File: src/design/host_chan_pkg.sv
// Shared widths, limits, the host item kind and the MMIO request and
// response payload types of the host channel MMIO shim
`default_nettype none

package host_chan_pkg;

    // ============================================================
    // Widths and limits
    // ============================================================

    // MMIO address width in bits
    localparam int ADDR_W = 16;

    // Data width of both MMIO and host memory items
    localparam int DATA_W = 64;

    // Transaction tag width, as carried by the host channel
    localparam int TAG_W = 9;

    // Register stages in each MMIO chain, added only for timing
    // The design works with any value from 1 to 4
    localparam int N_REG_STAGES = 2;

    // Reads that may wait for data inside the bridge at one time
    localparam int MAX_OUTSTANDING_MMIO_RD_REQS = 4;

    // Pointer and occupancy widths of the bridge's read tag queue
    localparam int MMIO_RD_PTR_W = (MAX_OUTSTANDING_MMIO_RD_REQS > 1) ?
                                   $clog2(MAX_OUTSTANDING_MMIO_RD_REQS) : 1;
    localparam int MMIO_RD_CNT_W = $clog2(MAX_OUTSTANDING_MMIO_RD_REQS + 1);

    // ============================================================
    // Types
    // ============================================================

    // Kind of an item arriving on the host stream
    typedef enum logic [1:0] {
        MMIO_RD = 2'd0,
        MMIO_WR = 2'd1,
        MEM_RSP = 2'd2
    } host_kind_e;

    // MMIO request as it travels down the request chain (90 bits)
    typedef struct packed {
        logic              is_wr;
        logic [ADDR_W-1:0] addr;
        logic [DATA_W-1:0] data;
        logic [TAG_W-1:0]  tag;
    } mmio_req_t;

    // MMIO read response heading back to the host (73 bits)
    typedef struct packed {
        logic [TAG_W-1:0]  tag;
        logic [DATA_W-1:0] data;
    } mmio_rsp_t;

endpackage

`default_nettype wire

File: src/design/mmio_reg_stage.sv
// One-entry valid/ready pipeline register with a type parameter for the
// payload, used in both MMIO chains
`default_nettype none

module mmio_reg_stage #(
    // Payload carried by the stage, a request or a response struct
    parameter type payload_t = logic
) (
    input  logic     clk,
    input  logic     rst_n,

    // Upstream side
    input  logic     in_valid,
    output logic     in_ready,
    input  payload_t in_data,

    // Downstream side
    output logic     out_valid,
    input  logic     out_ready,
    output payload_t out_data
);

    // Set while the register holds an item not yet taken downstream
    logic     full;
    payload_t data_q;

    // A new item can enter when the stage is empty or when the item
    // held now leaves in this same cycle, so the stage never bubbles
    assign in_ready = !full || out_ready;

    // The output comes straight from the register, so out_valid never
    // looks at out_ready
    assign out_valid = full;
    assign out_data  = data_q;

    // Occupancy follows in_valid whenever the stage is able to accept
    // An empty stage with no input stays empty, a drained stage refills
    always_ff @(posedge clk) begin
        if (!rst_n) begin
            full <= 1'b0;
        end else if (in_ready) begin
            full <= in_valid;
        end
    end

    // Payload register, loaded only on an accepted transfer
    always_ff @(posedge clk) begin
        if (in_valid && in_ready) begin
            data_q <= in_data;
        end
    end

endmodule

`default_nettype wire

File: src/design/host_chan_split.sv
// Host stream splitter that sends host memory responses to their own output
// and MMIO reads and writes into the MMIO request chain
`default_nettype none

module host_chan_split import host_chan_pkg::*; (
    input  logic              clk,
    input  logic              rst_n,

    // Incoming host stream
    input  logic              rx_valid,
    output logic              rx_ready,
    input  host_kind_e        rx_kind,
    input  logic [ADDR_W-1:0] rx_addr,
    input  logic [DATA_W-1:0] rx_data,
    input  logic [TAG_W-1:0]  rx_tag,

    // Host memory responses, passed through untouched
    output logic              mem_rsp_valid,
    input  logic              mem_rsp_ready,
    output logic [DATA_W-1:0] mem_rsp_data,
    output logic [TAG_W-1:0]  mem_rsp_tag,

    // MMIO requests toward the first register stage
    output logic              req_valid,
    input  logic              req_ready,
    output mmio_req_t         req
);

    // ============================================================
    // Kind decode
    // ============================================================

    logic is_mem_rsp;
    logic is_mmio;

    assign is_mem_rsp = (rx_kind == MEM_RSP);
    assign is_mmio    = (rx_kind == MMIO_RD) || (rx_kind == MMIO_WR);

    // Each item goes to one output only, and the stream waits on the
    // ready of that output
    // An encoding outside the enum has no destination and is drained
    assign mem_rsp_valid = rx_valid && is_mem_rsp;
    assign req_valid     = rx_valid && is_mmio;

    assign rx_ready = is_mem_rsp ? mem_rsp_ready :
                      is_mmio    ? req_ready     : 1'b1;

    // Host memory responses keep their data and tag as they are
    assign mem_rsp_data = rx_data;
    assign mem_rsp_tag  = rx_tag;

    // Pack the MMIO fields into the request payload
    always_comb begin
        req.is_wr = (rx_kind == MMIO_WR);
        req.addr  = rx_addr;
        req.data  = rx_data;
        req.tag   = rx_tag;
    end

    // ============================================================
    // Pass counter
    // ============================================================

    // MMIO items handed to the request chain since reset
    // This gives the checkers a view of how much traffic entered the chain
    logic [31:0] mmio_req_cnt;

    always_ff @(posedge clk) begin
        if (!rst_n) begin
            mmio_req_cnt <= '0;
        end else begin
            if (req_valid && req_ready) begin
                mmio_req_cnt <= mmio_req_cnt + 32'd1;
            end
        end
    end

endmodule

`default_nettype wire

File: src/design/mmio_axil_bridge.sv
// MMIO request to AXI-lite bridge with write channel tracking, a read tag
// queue and tagged read responses
`default_nettype none

module mmio_axil_bridge import host_chan_pkg::*; (
    input  logic              clk,
    input  logic              rst_n,

    // MMIO requests from the last request stage
    input  logic              req_valid,
    output logic              req_ready,
    input  mmio_req_t         req,

    // AXI-lite write address and data
    output logic              aw_valid,
    input  logic              aw_ready,
    output logic [ADDR_W-1:0] aw_addr,
    output logic              w_valid,
    input  logic              w_ready,
    output logic [DATA_W-1:0] w_data,

    // AXI-lite write response, always accepted
    input  logic              b_valid,
    output logic              b_ready,

    // AXI-lite read address and data
    output logic              ar_valid,
    input  logic              ar_ready,
    output logic [ADDR_W-1:0] ar_addr,
    input  logic              r_valid,
    output logic              r_ready,
    input  logic [DATA_W-1:0] r_data,

    // Tagged read responses into the response chain
    output logic              rsp_valid,
    input  logic              rsp_ready,
    output mmio_rsp_t         rsp
);

    // ============================================================
    // Write path
    // ============================================================

    // Set once the matching channel has taken the current write
    logic aw_done;
    logic w_done;
    logic aw_fire;
    logic w_fire;
    logic is_wr_req;
    logic wr_accept;

    assign is_wr_req = req_valid && req.is_wr;

    // Both channels are raised together and each drops once taken
    assign aw_valid = is_wr_req && !aw_done;
    assign w_valid  = is_wr_req && !w_done;
    assign aw_addr  = req.addr;
    assign w_data   = req.data;

    assign aw_fire = aw_valid && aw_ready;
    assign w_fire  = w_valid && w_ready;

    // The write leaves the chain when both halves are through, whether
    // they went in the same cycle or in different cycles
    assign wr_accept = is_wr_req && (aw_done || aw_fire) && (w_done || w_fire);

    always_ff @(posedge clk) begin
        if (!rst_n) begin
            aw_done <= 1'b0;
            w_done  <= 1'b0;
        end else if (wr_accept) begin
            aw_done <= 1'b0;
            w_done  <= 1'b0;
        end else begin
            if (aw_fire) begin
                aw_done <= 1'b1;
            end
            if (w_fire) begin
                w_done <= 1'b1;
            end
        end
    end

    // MMIO writes need no completion on the host side, so b is taken
    // at once and dropped
    assign b_ready = 1'b1;

    // ============================================================
    // Read path
    // ============================================================

    // Tags of reads sent on ar and still waiting for r, oldest first
    logic [TAG_W-1:0]         tag_q [MAX_OUTSTANDING_MMIO_RD_REQS];
    logic [MMIO_RD_PTR_W-1:0] wr_ptr;
    logic [MMIO_RD_PTR_W-1:0] rd_ptr;
    logic [MMIO_RD_CNT_W-1:0] rd_cnt;
    logic                     q_full;
    logic                     q_empty;
    logic                     ar_fire;
    logic                     r_fire;

    assign q_full  = (rd_cnt == MMIO_RD_CNT_W'(MAX_OUTSTANDING_MMIO_RD_REQS));
    assign q_empty = (rd_cnt == '0);

    // A read goes out only while the queue has room for its tag
    assign ar_valid = req_valid && !req.is_wr && !q_full;
    assign ar_addr  = req.addr;
    assign ar_fire  = ar_valid && ar_ready;

    // Reads leave the chain on ar, writes once both halves are taken
    assign req_ready = req.is_wr ? ((aw_done || aw_fire) && (w_done || w_fire)) :
                                   (ar_ready && !q_full);

    // r is only taken when a tag is waiting for it
    assign r_ready   = rsp_ready && !q_empty;
    assign rsp_valid = r_valid && !q_empty;
    assign r_fire    = r_valid && r_ready;

    // Read data goes back with the tag of the oldest read
    always_comb begin
        rsp.tag  = tag_q[rd_ptr];
        rsp.data = r_data;
    end

    // Tag storage, written on each ar transfer
    always_ff @(posedge clk) begin
        if (ar_fire) begin
            tag_q[wr_ptr] <= req.tag;
        end
    end

    // Pointers wrap at the queue depth, which need not be a power of two
    always_ff @(posedge clk) begin
        if (!rst_n) begin
            wr_ptr <= '0;
            rd_ptr <= '0;
            rd_cnt <= '0;
        end else begin
            if (ar_fire) begin
                wr_ptr <= (wr_ptr == MMIO_RD_PTR_W'(MAX_OUTSTANDING_MMIO_RD_REQS - 1)) ?
                          '0 : wr_ptr + 1'b1;
            end
            if (r_fire) begin
                rd_ptr <= (rd_ptr == MMIO_RD_PTR_W'(MAX_OUTSTANDING_MMIO_RD_REQS - 1)) ?
                          '0 : rd_ptr + 1'b1;
            end
            // Push and pop in the same cycle leave the count as it is
            if (ar_fire && !r_fire) begin
                rd_cnt <= rd_cnt + 1'b1;
            end else if (r_fire && !ar_fire) begin
                rd_cnt <= rd_cnt - 1'b1;
            end
        end
    end

endmodule

`default_nettype wire

File: src/design/host_chan_mmio_shim.sv
// Top level of the host channel MMIO shim that wires the splitter, the request
// and response register chains and the AXI-lite bridge together
`default_nettype none

module host_chan_mmio_shim import host_chan_pkg::*; (
    input  logic              clk,
    input  logic              rst_n,

    // Incoming host stream
    input  logic              rx_valid,
    output logic              rx_ready,
    input  host_kind_e        rx_kind,
    input  logic [ADDR_W-1:0] rx_addr,
    input  logic [DATA_W-1:0] rx_data,
    input  logic [TAG_W-1:0]  rx_tag,

    // Host memory responses
    output logic              mem_rsp_valid,
    input  logic              mem_rsp_ready,
    output logic [DATA_W-1:0] mem_rsp_data,
    output logic [TAG_W-1:0]  mem_rsp_tag,

    // MMIO read responses back to the host
    output logic              mmio_rsp_valid,
    input  logic              mmio_rsp_ready,
    output logic [DATA_W-1:0] mmio_rsp_data,
    output logic [TAG_W-1:0]  mmio_rsp_tag,

    // Accelerator AXI-lite channels
    output logic              aw_valid,
    input  logic              aw_ready,
    output logic [ADDR_W-1:0] aw_addr,
    output logic              w_valid,
    input  logic              w_ready,
    output logic [DATA_W-1:0] w_data,
    input  logic              b_valid,
    output logic              b_ready,
    output logic              ar_valid,
    input  logic              ar_ready,
    output logic [ADDR_W-1:0] ar_addr,
    input  logic              r_valid,
    output logic              r_ready,
    input  logic [DATA_W-1:0] r_data
);

    // Chain links, where index 0 is the chain input and index
    // N_REG_STAGES is the output of the last stage
    logic [N_REG_STAGES:0] req_vld;
    logic [N_REG_STAGES:0] req_rdy;
    mmio_req_t             req_dat [N_REG_STAGES+1];

    logic [N_REG_STAGES:0] rsp_vld;
    logic [N_REG_STAGES:0] rsp_rdy;
    mmio_rsp_t             rsp_dat [N_REG_STAGES+1];

    // ============================================================
    // Splitter
    // ============================================================

    host_chan_split u_split (
        .clk           (clk),
        .rst_n         (rst_n),
        .rx_valid      (rx_valid),
        .rx_ready      (rx_ready),
        .rx_kind       (rx_kind),
        .rx_addr       (rx_addr),
        .rx_data       (rx_data),
        .rx_tag        (rx_tag),
        .mem_rsp_valid (mem_rsp_valid),
        .mem_rsp_ready (mem_rsp_ready),
        .mem_rsp_data  (mem_rsp_data),
        .mem_rsp_tag   (mem_rsp_tag),
        .req_valid     (req_vld[0]),
        .req_ready     (req_rdy[0]),
        .req           (req_dat[0])
    );

    // ============================================================
    // MMIO request chain
    // ============================================================

    for (genvar i = 0; i < N_REG_STAGES; i++) begin : g_req_stage
        mmio_reg_stage #(
            .payload_t (mmio_req_t)
        ) u_stage (
            .clk       (clk),
            .rst_n     (rst_n),
            .in_valid  (req_vld[i]),
            .in_ready  (req_rdy[i]),
            .in_data   (req_dat[i]),
            .out_valid (req_vld[i+1]),
            .out_ready (req_rdy[i+1]),
            .out_data  (req_dat[i+1])
        );
    end

    // ============================================================
    // AXI-lite bridge
    // ============================================================

    mmio_axil_bridge u_bridge (
        .clk       (clk),
        .rst_n     (rst_n),
        .req_valid (req_vld[N_REG_STAGES]),
        .req_ready (req_rdy[N_REG_STAGES]),
        .req       (req_dat[N_REG_STAGES]),
        .aw_valid  (aw_valid),
        .aw_ready  (aw_ready),
        .aw_addr   (aw_addr),
        .w_valid   (w_valid),
        .w_ready   (w_ready),
        .w_data    (w_data),
        .b_valid   (b_valid),
        .b_ready   (b_ready),
        .ar_valid  (ar_valid),
        .ar_ready  (ar_ready),
        .ar_addr   (ar_addr),
        .r_valid   (r_valid),
        .r_ready   (r_ready),
        .r_data    (r_data),
        .rsp_valid (rsp_vld[0]),
        .rsp_ready (rsp_rdy[0]),
        .rsp       (rsp_dat[0])
    );

    // ============================================================
    // MMIO response chain
    // ============================================================

    for (genvar i = 0; i < N_REG_STAGES; i++) begin : g_rsp_stage
        mmio_reg_stage #(
            .payload_t (mmio_rsp_t)
        ) u_stage (
            .clk       (clk),
            .rst_n     (rst_n),
            .in_valid  (rsp_vld[i]),
            .in_ready  (rsp_rdy[i]),
            .in_data   (rsp_dat[i]),
            .out_valid (rsp_vld[i+1]),
            .out_ready (rsp_rdy[i+1]),
            .out_data  (rsp_dat[i+1])
        );
    end

    // Last response stage drives the host side
    assign mmio_rsp_valid        = rsp_vld[N_REG_STAGES];
    assign rsp_rdy[N_REG_STAGES] = mmio_rsp_ready;
    assign mmio_rsp_data         = rsp_dat[N_REG_STAGES].data;
    assign mmio_rsp_tag          = rsp_dat[N_REG_STAGES].tag;

endmodule

`default_nettype wire

File: config.mk
export PLATFORM = sky130hd
export DESIGN_NAME = host_chan_mmio_shim
export DESIGN_NICKNAME = d
export VERILOG_FILES = /design/src/design/host_chan_pkg.sv /design/src/design/mmio_reg_stage.sv /design/src/design/host_chan_split.sv /design/src/design/mmio_axil_bridge.sv /design/src/design/host_chan_mmio_shim.sv
export SDC_FILE = /design/constraint.sdc
export NUM_CORES = 1
export LEC_CHECK = 0
export BUFFER_PORTS_ARGS = -buffer_cell sky130_fd_sc_hd__buf_2
export CAP_MARGIN = 15
export CORE_MARGIN = 5
export CORE_UTILIZATION = 35
export DETAILED_ROUTE_END_ITERATION = 10
export GPL_TIMING_DRIVEN = 0
export HOLD_SLACK_MARGIN = 0.02
export PLACE_DENSITY = 0.68
export SYNTH_ARGS = -nofsm -noshare
export SYNTH_HDL_FRONTEND = slang
export SYNTH_SLANG_ARGS = --single-unit
File: constraint.sdc
create_clock -name clk -period 9.85 [get_ports clk]
set_input_delay 1.97 -clock clk [delete_from_list [all_inputs] [get_ports clk]]
set_output_delay 1.97 -clock clk [all_outputs]
set_load 0.02 [all_outputs]
* Word level (Yosys, flattened, before mapping)
Memory sizes are Yosys's and may differ from the RTL's. A register that Yosys moved wholly into a read port is not among the register bits. Cells that the tools add are included.
Storage, ports and cells: output and inout bits 250, input bits 165, register bits after elaboration 330, memories 1, word-level logic and storage cells 85, memory bits (writable) 36
Cells by class: reductions and logical operators 45, muxes and demuxes 9, equality and inequality tests 5, add/sub/neg operators 4, bitwise operators 1
Memories:
- u_bridge.tag_q | depth 4, width 9, rd ports 1, clocked after Yosys merged registers in 1, write ports 1, line mmio_axil_bridge.sv:93 | logic [TAG_W-1:0] tag_q [MAX_OUTSTANDING_MMIO_RD_REQS];
Operators with widths (number):
- $logic_and A1 B1 Y1 | 23
- $logic_not A1 Y1 | 11
- $logic_or A1 B1 Y1 | 7
- $eq A2 B2 Y1 const B | 3
- $mux W3 | 2
- $mux W1 | 5
- $add A2 B1 Y2 const B | 2
- $mux W2 | 2
- $add A3 B1 Y3 const B | 1
- $eq A3 B3 Y1 const B | 1
- $logic_not A3 Y1 | 1
- $sub A3 B1 Y3 const B | 1
- $eq A2 B1 Y1 const B | 1
- $logic_not A2 Y1 | 1
- $reduce_bool A2 Y1 | 1
- $reduce_or A2 Y1 | 1
- $not A1 Y1 | 1

* Logic depth before layout (Yosys ltp)
Gate-level depths: netlist of the first run.
depth in word-level cells 10, gate-level depth with buffers 9, gate-level depth less buffers 9

* Modules after synthesis
Synthesis of the first run repeated with hierarchy kept, for this count alone.
Unflattened totals: cell total of the unflattened synthesis 795, area total of the unflattened synthesis 14420.1 um^2
By module, submodules not included:
- mmio_reg_stage at g_req_stage[0].u_stage ... | cells an instance 95, times used 2, sequential area each 2722.6 um^2, area each 2760.1 um^2
- mmio_reg_stage at g_rsp_stage[0].u_stage ... | cells an instance 78, times used 2, sequential area each 2212.1 um^2, area each 2249.7 um^2
- mmio_axil_bridge | cells an instance 280, times used 1, sequential area each 1301.2 um^2, area each 3146.8 um^2
- host_chan_split | cells an instance 169, times used 1, sequential area each 0.0 um^2, area each 1253.7 um^2

* Worst setup path before layout of the first run
Ideal clock, no wire load.
kind input port to flip-flop, start in w_ready, end reg g_req_stage[1].u_stage.data_q, in the netlist g_req_stage[1].u_stage.out_data[0], enable pin, cell stages on the path 3, setup slack 475 ps, path buffers 0, data required time 9182 ps, arrival time 8707 ps, library setup time 668 ps, path through o22a_1 -> nor2_1 -> nor3b_1
On the way: cells in the longest elaborated chain, start to end 6
RTL lines:
- from (decl) | line host_chan_mmio_shim.sv:34 | input logic w_ready,
- $logic_and A1 B1 Y1 | line mmio_axil_bridge.sv:61 | assign w_fire = w_valid && w_ready;
- $logic_or A1 B1 Y1 | line mmio_axil_bridge.sv:111 | assign req_ready = req.is_wr ? ((aw_done || aw_fire) && (w_done || w_fire)) :
- $logic_and A1 B1 Y1 | line mmio_axil_bridge.sv:111
- $mux W1 | line mmio_axil_bridge.sv:111
- $logic_or A1 B1 Y1 | line mmio_reg_stage.sv:29 | assign in_ready = !full || out_ready;
- $logic_and A1 B1 Y1 | line mmio_reg_stage.sv:48 | if (in_valid && in_ready) begin
- to (signal assigned) | line mmio_reg_stage.sv:49 | data_q <= in_data;
- to (decl) | line mmio_reg_stage.sv:25 | payload_t data_q;
No other way between the ends. A chain may end at the register's enable or synchronous reset.

* Worst setup path after layout of the first run
start in aw_ready, end out rx_ready
On the way: cells in the longest elaborated chain, start to end 8
RTL lines:
- from (decl) | line host_chan_mmio_shim.sv:31 | input logic aw_ready,
- $logic_and A1 B1 Y1 | line mmio_axil_bridge.sv:60 | assign aw_fire = aw_valid && aw_ready;
- $logic_or A1 B1 Y1 | line mmio_axil_bridge.sv:111
- $logic_and A1 B1 Y1 | line mmio_axil_bridge.sv:111
- $mux W1 | line mmio_axil_bridge.sv:111
- $logic_or A1 B1 Y1 (2 in series) | line mmio_reg_stage.sv:29
- $mux W1 | line host_chan_split.sv:46 | is_mmio ? req_ready : 1'b1;
- $mux W1 | line host_chan_split.sv:45 | assign rx_ready = is_mem_rsp ? mem_rsp_ready :
- to (decl) | line host_chan_mmio_shim.sv:11 | output logic rx_ready,
No other way between the ends.

==> results of run 1 <==
report_power, final:
group / total (mW) / switching [mW] / internal, mW
Sequential: 2.07 / 0.0570 / 2.01
Combinational: 0.456 / 0.283 / 0.173
Clock: 1.55 / 0.613 / 0.934
Total: 4.07 / 0.953 / 3.12
Yosys cell counts (2+ instances only):
cell type | instances | area share [%]
sky130_fd_sc_hd__nor2_1 | 12 | 0.34
sky130_fd_sc_hd__inv_1 | 6 | 0.17
sky130_fd_sc_hd__nor3b_2 | 2 | 0.19
sky130_fd_sc_hd__edfxtp_1 | 362 | 83
sky130_fd_sc_hd__and2_1 | 4 | 0.19
sky130_fd_sc_hd__a31oi_1 | 2 | 0.095
sky130_fd_sc_hd__nand2_1 | 7 | 0.20
sky130_fd_sc_hd__mux4_2 | 9 | 1.5
sky130_fd_sc_hd__ha_1 | 6 | 0.57
sky130_fd_sc_hd__or3_1 | 2 | 0.095
sky130_fd_sc_hd__xor2_1 | 2 | 0.13
sky130_fd_sc_hd__o21a_1 | 2 | 0.11
sky130_fd_sc_hd__nor2b_1 | 4 | 0.19
sky130_fd_sc_hd__o31a_1 | 2 | 0.13
sky130_fd_sc_hd__a21oi_1 | 2 | 0.076
sky130_fd_sc_hd__o21ai_0 | 5 | 0.19
sky130_fd_sc_hd__dfxtp_1 | 13 | 2.0
sky130_fd_sc_hd__mux2i_1 | 5 | 0.38
sky130_fd_sc_hd__buf_4 | 171 | 9.7
cell type report:
| type | instances | area (µm²) | share of cell area [%] |
|---|---|---|---|
| flip-flops and latches | 375 | 11100 | 63.5 |
| repair buffers | 426 | 2300 | 13.1 |
| plain buffers | 173 | 1290 | 7.37 |
| clock buffers | 46 | 1090 | 6.20 |
| multi-input cells | 80 | 761 | 4.34 |
| well taps | 511 | 639 | 3.64 |
| clock inverters | 30 | 307 | 1.75 |
| inverters | 6 | 22.5 | 0.128 |
sequential cells by signal, summed over array words and instances, names as in the netlist:
register,flops
u_bridge.tag_q,36
g_rsp_stage.u_stage.out_valid,2
u_bridge.rd_ptr,2
g_req_stage.u_stage.out_valid,2
u_bridge.wr_ptr,2
g_req_stage.u_stage.out_data,180
u_bridge.w_done,1
u_bridge.aw_done,1
u_bridge.rd_cnt,3
g_rsp_stage.u_stage.out_data,146
through the flow:
stage                     setup TNS [ns]  std cells
after floorplan                        0        634
after global placement           -303.97       1557
after detailed placement               0       1571
after global routing                   0       1647
after CTS                              0       1647
final                                  0       1647
per-layer routing:
layer	global-route usage [%]	vias up	wire, µm
li1	-	3157	-
met1	14.2	3158	9640
met2	21.9	345	13500
met3	4.43	57	2920
met4	5.17	6	777
met5	0	-	41
worst max-delay path: stages:
cell and delay (ns):
sky130_fd_sc_hd__buf_2 0.11, sky130_fd_sc_hd__o22a_1 0.21, sky130_fd_sc_hd__nor2_1 0.25, sky130_fd_sc_hd__o31ai_1 0.11, sky130_fd_sc_hd__buf_2 0.17
cell families (layout without fill, tap and decap cells):
| group | Yosys count | count (layout) | synth area share, % |
|---|---|---|---|
| other | 1 | 1 | 0.0285 |
| buffers and inverters | 179 | 681 | 9.98 |
| multiplexers | 14 | 14 | 1.92 |
| flip-flops | 375 | 375 | 84.5 |
| AO/OA/AOI/OAI | 19 | 19 | 1.06 |
| XOR/XNOR | 2 | 2 | 0.133 |
| AND/OR/NAND/NOR | 37 | 37 | 1.63 |
| adder cells (fa/ha/maj) | 7 | 7 | 0.722 |
worst max path at each step:
stage,startpoint,endpoint,slack (ns),cells after the start
after CTS,aw_ready,rx_ready,5.05,5
after global placement,w_ready,g_req_stage[1].u_stage.out_data[37],-3.34,4
after floorplan,w_ready,g_req_stage[1].u_stage.out_data[0],0.48,3
after detailed placement,aw_ready,rx_ready,5.05,5
after global routing,aw_ready,rx_ready,5.01,5
final,aw_ready,rx_ready,5.06,5
==> metrics, run 1 <==
outcome=finished, final reports clean; Via-to-Cell Ratio=4.08; overall via count from detail_route=6,723; Hold Startpoint=g_req_stage[0].u_stage.out_data[73]; reported max-cap violation count=0; top-level port count=between 400 and 500; total core area=between 30,000 and 40,000 µm²; area of the die=between 40,000 and 50,000 µm²; data arrival time of the worst path=2.82 ns; peak ir drop on the vdd network=between 0.0001 and 0.00015 V; number of nets with antenna violations after detailed routing=0; filler cell count in the final layout=about 3,200; commonest non-fill, non-tap cell in the layout=sky130_fd_sc_hd__buf_2; DRC errors left=0; Total GRT Usage=between 10% and 20%; CTS HTree Levels=2; largest clock skew in the final design=roughly 0.018 ns; most frequently used flop master after synthesis=sky130_fd_sc_hd__edfxtp_1; Mean Syn Cell Area=slightly above 20 µm²; endpoint required time on the critical path=7.88 ns; Sinks on Clock Net=between 300 and 400; Setup crit start kind=input port; ratio of cells with drive above 1 in the final layout=between 60% and 70%; clock root buffer=sky130_fd_sc_hd__clkbuf_16; total power=4.07 mW; asr flop ratio synth=0%; net count after synthesis=between 800 and 900; Static Leak=roughly 7 nW; postcts setup bufs=0; type of destination of the critical path=output pin; number of flops mapped to enable cells by yosys=about 360; post-cts resize count=0; hold buffer count at CTS=0; destination of the worst register-to-register timing path=u_bridge.rd_cnt[2]; kind of path behind the tightest hold check=reg2reg; maximum fanout encountered on the critical timing path=4; depth of the worst hold-timing path=0; final setup margin=between 5 and 6 ns; initial cell density of the core=a little over a third; Distinct cells, synth=35; die extent in x=just over 200 µm; net total in the final layout=around 1,300; clock buffer count from CTS=41; pwr/cell area=roughly 230 nW/µm²; number of failing setup endpoints in the final timing report=0; number of antenna diodes=0; max frequency=~210 MHz; sequential fraction of the synthesis area=about 85%; final worst hold slack=0.404 ns; start-to-end type of the worst setup path=in2out; total wire length after detailed routing=approximately 27,000 µm; final clock period utilization by the worst path=a little under 50%; largest net degree at the start of global routing=just under 60; final worst path period need=roughly 4.8 ns; Overflow after GRT=0; first-pass GRT wire length=40,100 µm; worst hold path endpoint=g_req_stage[1].u_stage.out_data[73]; number of search-and-repair iterations in the first detailed-routing pass=4; worst relative slew slack=41.6%; floorplan die height=~200 µm; Final HPWL DP=20,200 µm; Tightest Pin Transition=around 0.88 ns; depth of the worst register-to-register path=8; commonest cells after routing, fill and taps aside=sky130_fd_sc_hd__buf_2 (413), sky130_fd_sc_hd__edfxtp_1 (362), sky130_fd_sc_hd__buf_4 (171); final core area utilization=46.9%; post-placement cell area=about 16,000 µm²; maximum clock insertion buffer count=3; clock tree from TritonCTS=built; Cell Area, Synth=13,200 µm²; area grow syn2layout=33.2%; row count=between 70 and 80; count of routing violations after the opening detailed-route iteration=between 200 and 300; worst setup timing slack at the placement stage=around 5.1 ns; number of cells produced by synthesis=about 630; unrepaired setup endpoints after global routing=false; number of max-slew violations in the final report=0; startpoint of the lowest-slack register-to-register path=u_bridge.rd_cnt[0]; Clock transition at path regs=0.06 ns; RePlAce Congestion=about 0.79; worst-skew pair later-pin latency=approximately 0.54 ns; Synth warnings=0; post-DR wirelength/cell=roughly 16 µm; antenna violations before repair=3; number of buffers inserted by port buffering=just over 400; vias in the first global route=between 7,000 and 8,000; setup slack on the worst flop-to-flop path=between 7 and 8 ns; area of all placed cells without fillers=between 15,000 and 20,000 µm²; number of synthesized register bits=approximately 380; final count of hold timing violations=0
Power figures use the tool's default switching activity.
==> inputs of run 2 (changes only) <==
ABC_AREA = 1   (was not set)
clock period = 4.1 ns   (was 9.85 ns; I/O delays follow)
==> metrics, run 2 <==
outcome=finished, final reports clean; pwr/cell area=~540 nW/µm²; worst relative slew slack=between 40% and 50%; cell with the most instances after synthesis=sky130_fd_sc_hd__edfxtp_1; number of max-slew violations in the final report=0; floorplan die height=204 µm; Clock transition at path regs=~0.06 ns; net count after synthesis=about 860; Synth warnings=0; hold buffer count at CTS=0; unrepaired setup endpoints after global routing=false; sequential fraction of the synthesis area=between 80% and 90%; first-pass GRT wire length=around 40,000 µm; Synth area leader=sky130_fd_sc_hd__edfxtp_1; postcts setup bufs=0; largest net degree at the start of global routing=50; number of buffers inserted by port buffering=between 400 and 500; Setup crit start kind=flip-flop; peak ir drop on the vdd network=around 0.00036 V; Final HPWL DP=just over 20,000 µm; reported max-cap violation count=0; Total GRT Usage=between 10% and 20%; area grow syn2layout=31.9%; ratio of cells with drive above 1 in the final layout=56.2%; total core area=between 30,000 and 40,000 µm²; number of cells produced by synthesis=a little under 700; antenna violations before repair=1; number of search-and-repair iterations in the first detailed-routing pass=4; net total in the final layout=between 1,000 and 1,500; overall via count from detail_route=6,874; post-DR wirelength/cell=around 16 µm; number of nets with antenna violations after detailed routing=0; kind of path behind the tightest hold check=reg2reg; RePlAce Congestion=roughly 0.81; final count of hold timing violations=0; Via-to-Cell Ratio=~4.1; startpoint of the most critical setup path=g_req_stage[1].u_stage.out_data[89]; endpoint required time on the critical path=3.28 ns; Worst setup endpoint=rx_ready; total wire length after detailed routing=~27,000 µm; clock tree from TritonCTS=built; Static Leak=between 6 and 7 nW; Distinct cells, synth=25; initial cell density of the core=a little over a third; setup slack on the worst flop-to-flop path=around 1.6 ns; Tightest Pin Transition=approximately 0.88 ns; footprint of the flip-flops and latches=between 10,000 and 15,000 µm²; dominant cells by area after synthesis=sky130_fd_sc_hd__edfxtp_1 (83%), sky130_fd_sc_hd__buf_4 (9.8%), sky130_fd_sc_hd__dfxtp_1 (2.0%); commonest cells after routing, fill and taps aside=sky130_fd_sc_hd__buf_2 (414), sky130_fd_sc_hd__edfxtp_1 (362), sky130_fd_sc_hd__buf_4 (171); maximum fanout encountered on the critical timing path=5; post-cts resize count=0; clock root buffer=sky130_fd_sc_hd__clkbuf_16; CTS HTree Levels=2; number of flops mapped to enable cells by yosys=362; worst-skew pair later-pin latency=between 0.5 and 0.6 ns; area of the die=a little over 40,000 µm²; number of synthesized register bits=roughly 380; startpoint of the lowest-slack register-to-register path=g_req_stage[1].u_stage.out_data[89]; area of the multi-input gates=643 µm²; filler cell count in the final layout=3,221; data arrival time of the worst path=between 1.5 and 2 ns; asr flop ratio synth=0%; top-level port count=around 420; largest clock skew in the final design=approximately 0.021 ns; share of the synthesized area in the top cell type=between 80% and 90%; maximum clock insertion buffer count=3; most frequently used flop master after synthesis=sky130_fd_sc_hd__edfxtp_1; die extent in x=about 200 µm; Sinks on Clock Net=375; number of failing setup endpoints in the final timing report=0; clock buffer count from CTS=39; depth of the worst register-to-register path=8; Mean Syn Cell Area=approximately 19 µm²; DRC errors left=0; destination of the worst register-to-register timing path=g_req_stage[0].u_stage.out_data[15]; synth cell count leaders=sky130_fd_sc_hd__edfxtp_1 (362), sky130_fd_sc_hd__buf_4 (171), sky130_fd_sc_hd__nor2_1 (28); type of destination of the critical path=output pin; vias in the first global route=between 7,000 and 8,000; row count=just over 70; final clock period utilization by the worst path=between 60 and 70%; Overflow after GRT=0; number of flip-flops under the largest register name=180; Cell Area, Synth=13,100 µm²; count of routing violations after the opening detailed-route iteration=approximately 290; aggregate negative setup slack=0 ns; max frequency=~380 MHz; post-placement cell area=between 15,000 and 20,000 µm²; commonest non-fill, non-tap cell in the layout=sky130_fd_sc_hd__buf_2; final worst path period need=2.61 ns; area of all placed cells without fillers=roughly 17,000 µm²; start-to-end type of the worst setup path=reg2out
## run 2: changes by cell type after synthesis, sizes merged, moves of 4 or more
cell	delta
a21oi	+10
inv	+22
mux2i	-5
mux4	-9
nand2	+11
nand3	+7
nor2	+17
nor2b	-4
o21ai	+20
o22ai	+8
## run 2: area by class of cell
cell class              instances  share of cell area [%]
inverters                      29                   0.649
flip-flops and latches        375                    64.2
well taps                     511                    3.69
multi-input cells             114                    3.71
clock inverters                23                    1.48
repair buffers                421                    13.1
diodes                          1                  0.0144
clock buffers                  46                    5.78
plain buffers                 173                    7.46
## run 2: power breakdown
part | internal (mW) | switching [mW] | leakage [nW]
clock network | 2.07 | 1.42 | 0.609
logic | 0.374 | 0.707 | 2.91
registers | 4.73 | 0.114 | 3.44
## run 2: critical path, cell delays in order (launching register included)
cell and delay, ns:
sky130_fd_sc_hd__edfxtp_1 0.44, sky130_fd_sc_hd__nand3_1 0.12, sky130_fd_sc_hd__nand2_1 0.08, sky130_fd_sc_hd__nand2_1 0.07, sky130_fd_sc_hd__nand2_1 0.06, sky130_fd_sc_hd__nand2_2 0.14
sky130_fd_sc_hd__nand3_1 0.10, sky130_fd_sc_hd__nand2_1 0.07, sky130_fd_sc_hd__inv_1 0.03, sky130_fd_sc_hd__buf_2 0.15
## run 2: logic make-up (layout without fill, tap and decap cells)
family | Yosys count | in the layout | synth area share, %
DFF | 375 | 375 | 84.7
and+or+nand+nor | 57 | 57 | 1.89
AOI/OAI and AO/OA | 49 | 49 | 2.02
other | 1 | 2 | 0.0285
adders and majority gates | 7 | 7 | 0.723
buffers and inverters | 202 | 692 | 10.7
## run 2: how the worst min path moves through the flow
stage                                        start                             endpoint  depth (start not counted)
2_1_floorplan   g_req_stage[0].u_stage.out_data[0]   g_req_stage[1].u_stage.out_data[0]                          0
3_3_place_gp   g_rsp_stage[0].u_stage.out_data[17]  g_rsp_stage[1].u_stage.out_data[17]                          0
3_5_place_dp   g_req_stage[0].u_stage.out_data[20]  g_req_stage[1].u_stage.out_data[20]                          0
4_1_cts                                 r_data[49]  g_rsp_stage[0].u_stage.out_data[49]                          1
5_1_grt                                  r_data[4]   g_rsp_stage[0].u_stage.out_data[4]                          1
6_report        g_req_stage[0].u_stage.out_data[8]   g_req_stage[1].u_stage.out_data[8]                          0
## run 2: through the flow
step | hold slack [ns] | worst slack (ns) | util (%) | total power, mW | instances
finish | 0.398 | 1.49 | 46.4 | 9.41 | 1693
global route | 0.402 | 1.30 | 46.4 | 9.85 | 1692
CTS | 0.397 | 1.42 | 46.4 | 9.59 | 1692
detailed placement | 0.405 | 1.06 | 43.0 | 6.04 | 1623
global placement | 0.400 | -1.33 | 42.4 | 5.99 | 1614
floorplan | 0.400 | 0.149 | - | 5.55 | 691
## run 2: metal layers
layer  up-vias  GRT usage, %  part of all wire, %
met3        48          4.57                   11
met4         0          5.64                  3.4
li1       3283             -                    -
met5         -             0                    0
met1      3187          14.6                   36
met2       356          22.2                   50
==> inputs of run 3 (changes only) <==
PLACE_DENSITY = 0.65   (was 0.68)
clock period = 2.7 ns   (was 4.1 ns; I/O delays follow)
==> metrics, run 3 (same netlist as run 2, synthesis figures left out) <==
maximum fanout encountered on the critical timing path=5; first-pass GRT wire length=40,700 µm; worst relative slew slack=between 30% and 40%; Critical Path, Cell by Cell=nand3_2 -> nand2_1 -> nand2_1 -> nand2_1 -> nand2_2 -> nand3_1 -> nand2_1 -> inv_1 -> buf_2; hold buffer count at CTS=0; number of max-slew violations in the final report=0; Setup crit start kind=flip-flop; vias in the first global route=7,102; post-placement cell area=16,100 µm²; area of all placed cells without fillers=between 15,000 and 20,000 µm²; Overflow after GRT=0; Crit path top cell by count=sky130_fd_sc_hd__nand2_1; Static Leak=6.93 nW; max frequency=about 430 MHz; routed length on met1=10,400 µm; Critical Path Slowest Stage Cell=sky130_fd_sc_hd__edfxtp_1; final core area utilization=between 40% and 50%; peak ir drop on the vdd network=0.000386 V; clock root buffer=sky130_fd_sc_hd__clkbuf_16; row count=just over 70; Combinational Power Share=around 12%; DRC errors left=0; post-cts resize count=0; clock buffer count from CTS=40; maximum cell stage delay along the critical path=0.46 ns; initial cell density of the core=around a third; count of routing violations after the opening detailed-route iteration=~290; footprint of the flip-flops and latches=11,100 µm²; Clock transition at path regs=0.06 ns; number of search-and-repair iterations in the first detailed-routing pass=4; worst hold path endpoint=g_rsp_stage[0].u_stage.out_data[40]; Tightest Pin Transition=0.911 ns; postcts setup bufs=0; top-level port count=415; clock tree from TritonCTS=built; number of buffers inserted by port buffering=between 400 and 500; total wire length after detailed routing=between 20,000 and 30,000 µm; portion of total power attributed to sequential cells=a little over half; depth of the worst register-to-register path=4; antenna violations before repair=2; routed wl met2=about 14,000 µm; reported max-cap violation count=0; data arrival time of the worst path=1.78 ns; post-DR wirelength/cell=about 16 µm; worst-skew pair later-pin latency=between 0.5 and 0.6 ns; net switching fraction of the power=approximately a quarter; final worst path period need=around 2.3 ns; ratio of cells with drive above 1 in the final layout=between 50% and 60%; unrepaired setup endpoints after global routing=false; CTS HTree Levels=2; die extent in x=204 µm; number of flip-flops under the largest register name=180; floorplan die height=between 200 and 250 µm; final count of hold timing violations=0; maximum clock insertion buffer count=3; destination of the worst register-to-register timing path=g_rsp_stage[0].u_stage.out_data[51]; number of nets with antenna violations after detailed routing=0; startpoint of the lowest-slack register-to-register path=g_rsp_stage[1].u_stage.out_valid; number of antenna diodes=0; type of destination of the critical path=output pin; routed wl met3=2790 µm; kind of path behind the tightest hold check=in2reg; depth of the worst hold-timing path=1; Total GRT Usage=12.8%; commonest non-fill, non-tap cell in the layout=sky130_fd_sc_hd__buf_2; largest clock skew in the final design=~0.016 ns; net total in the final layout=1,325; overall via count from detail_route=slightly below 7,000; area of the die=41,500 µm²; outcome=finished, final reports clean; Net Switching=roughly 3.4 mW; filler cell count in the final layout=between 3,000 and 4,000; start-to-end type of the worst setup path=reg2out; Sinks on Clock Net=about 380; number of failing setup endpoints in the final timing report=0; largest net degree at the start of global routing=45; Via-to-Cell Ratio=4.05; Hold Startpoint=r_data[40]; area of the multi-input gates=roughly 660 µm²; RePlAce Congestion=between 0.7 and 0.8; setup slack on the worst flop-to-flop path=about 0.4 ns; endpoint required time on the critical path=~2.2 ns; part of the total power dissipated in the clock network=between 30% and 40%; internal power summed over all cells=10.8 mW; total core area=between 30,000 and 40,000 µm²; WP buf/inv=2; area grow syn2layout=31.5%; final clock period utilization by the worst path=a little under nine tenths; Final HPWL DP=20,400 µm; commonest cells after routing, fill and taps aside=sky130_fd_sc_hd__buf_2 (414), sky130_fd_sc_hd__edfxtp_1 (362), sky130_fd_sc_hd__buf_4 (171); top metal layer carrying routed signals=met5; pwr/cell area=between 800 and 900 nW/µm²; kind of cell with the highest combined delay on the critical path=simple AND/OR/NAND/NOR gates
[run 3: layer usage]
layer	GRT usage, %	vias to the layer above
li1	-	3273
met1	14.8	3199
met2	22.0	335
met3	4.54	47
met4	4.94	2
met5	0	-
[run 3: layout make-up]
cell class | count | area share [%]
inverters | 29 | 0.658
repair buffers | 420 | 12.8
plain buffers | 173 | 7.48
well taps | 511 | 3.70
flip-flops and latches | 375 | 64.4
clock buffers | 52 | 6.29
multi-input cells | 114 | 3.79
clock inverters | 19 | 0.868
[run 3: how the worst max path moves through the flow]
stage / end / slack (ns) / start / cells after the start
after floorplan: g_req_stage[0].u_stage.out_data[0] / -0.14 / aw_ready / 6
after CTS: g_rsp_stage[0].u_stage.out_data[51] / 0.27 / g_rsp_stage[1].u_stage.out_valid / 4
after global routing: g_rsp_stage[0].u_stage.out_data[51] / 0.14 / g_rsp_stage[1].u_stage.out_valid / 4
after global placement: g_req_stage[0].u_stage.out_data[36] / -1.10 / aw_ready / 7
after detailed placement: g_rsp_stage[0].u_stage.out_data[51] / -0.05 / mmio_rsp_ready / 6
final: rx_ready / 0.38 / g_req_stage[1].u_stage.out_data[89] / 9
[run 3: through the flow]
step | setup slack, ns | instances | total power [mW] | hold WS (ns) | setup TNS [ns]
after global placement | -1.10 | 1614 | 9.07 | 0.400 | -234.48
after floorplan | -0.137 | 691 | 8.42 | 0.400 | -12.29
final | 0.383 | 1693 | 14.1 | 0.168 | 0
after global routing | 0.137 | 1693 | 14.8 | 0.125 | 0
after detailed placement | -0.0493 | 1622 | 9.16 | 0.405 | -1.95
after CTS | 0.269 | 1693 | 14.4 | 0.113 | 0
[run 3: power by group through the flow]
stage,Combinational [mW],Sequential [mW],Clock [mW]
2_1_floorplan,0.772,7.65,0
3_3_place_gp,1.56,7.51,0
3_5_place_dp,1.67,7.49,0
4_1_cts,1.67,7.37,5.36
5_1_grt,1.77,7.41,5.58
6_report,1.62,7.36,5.16
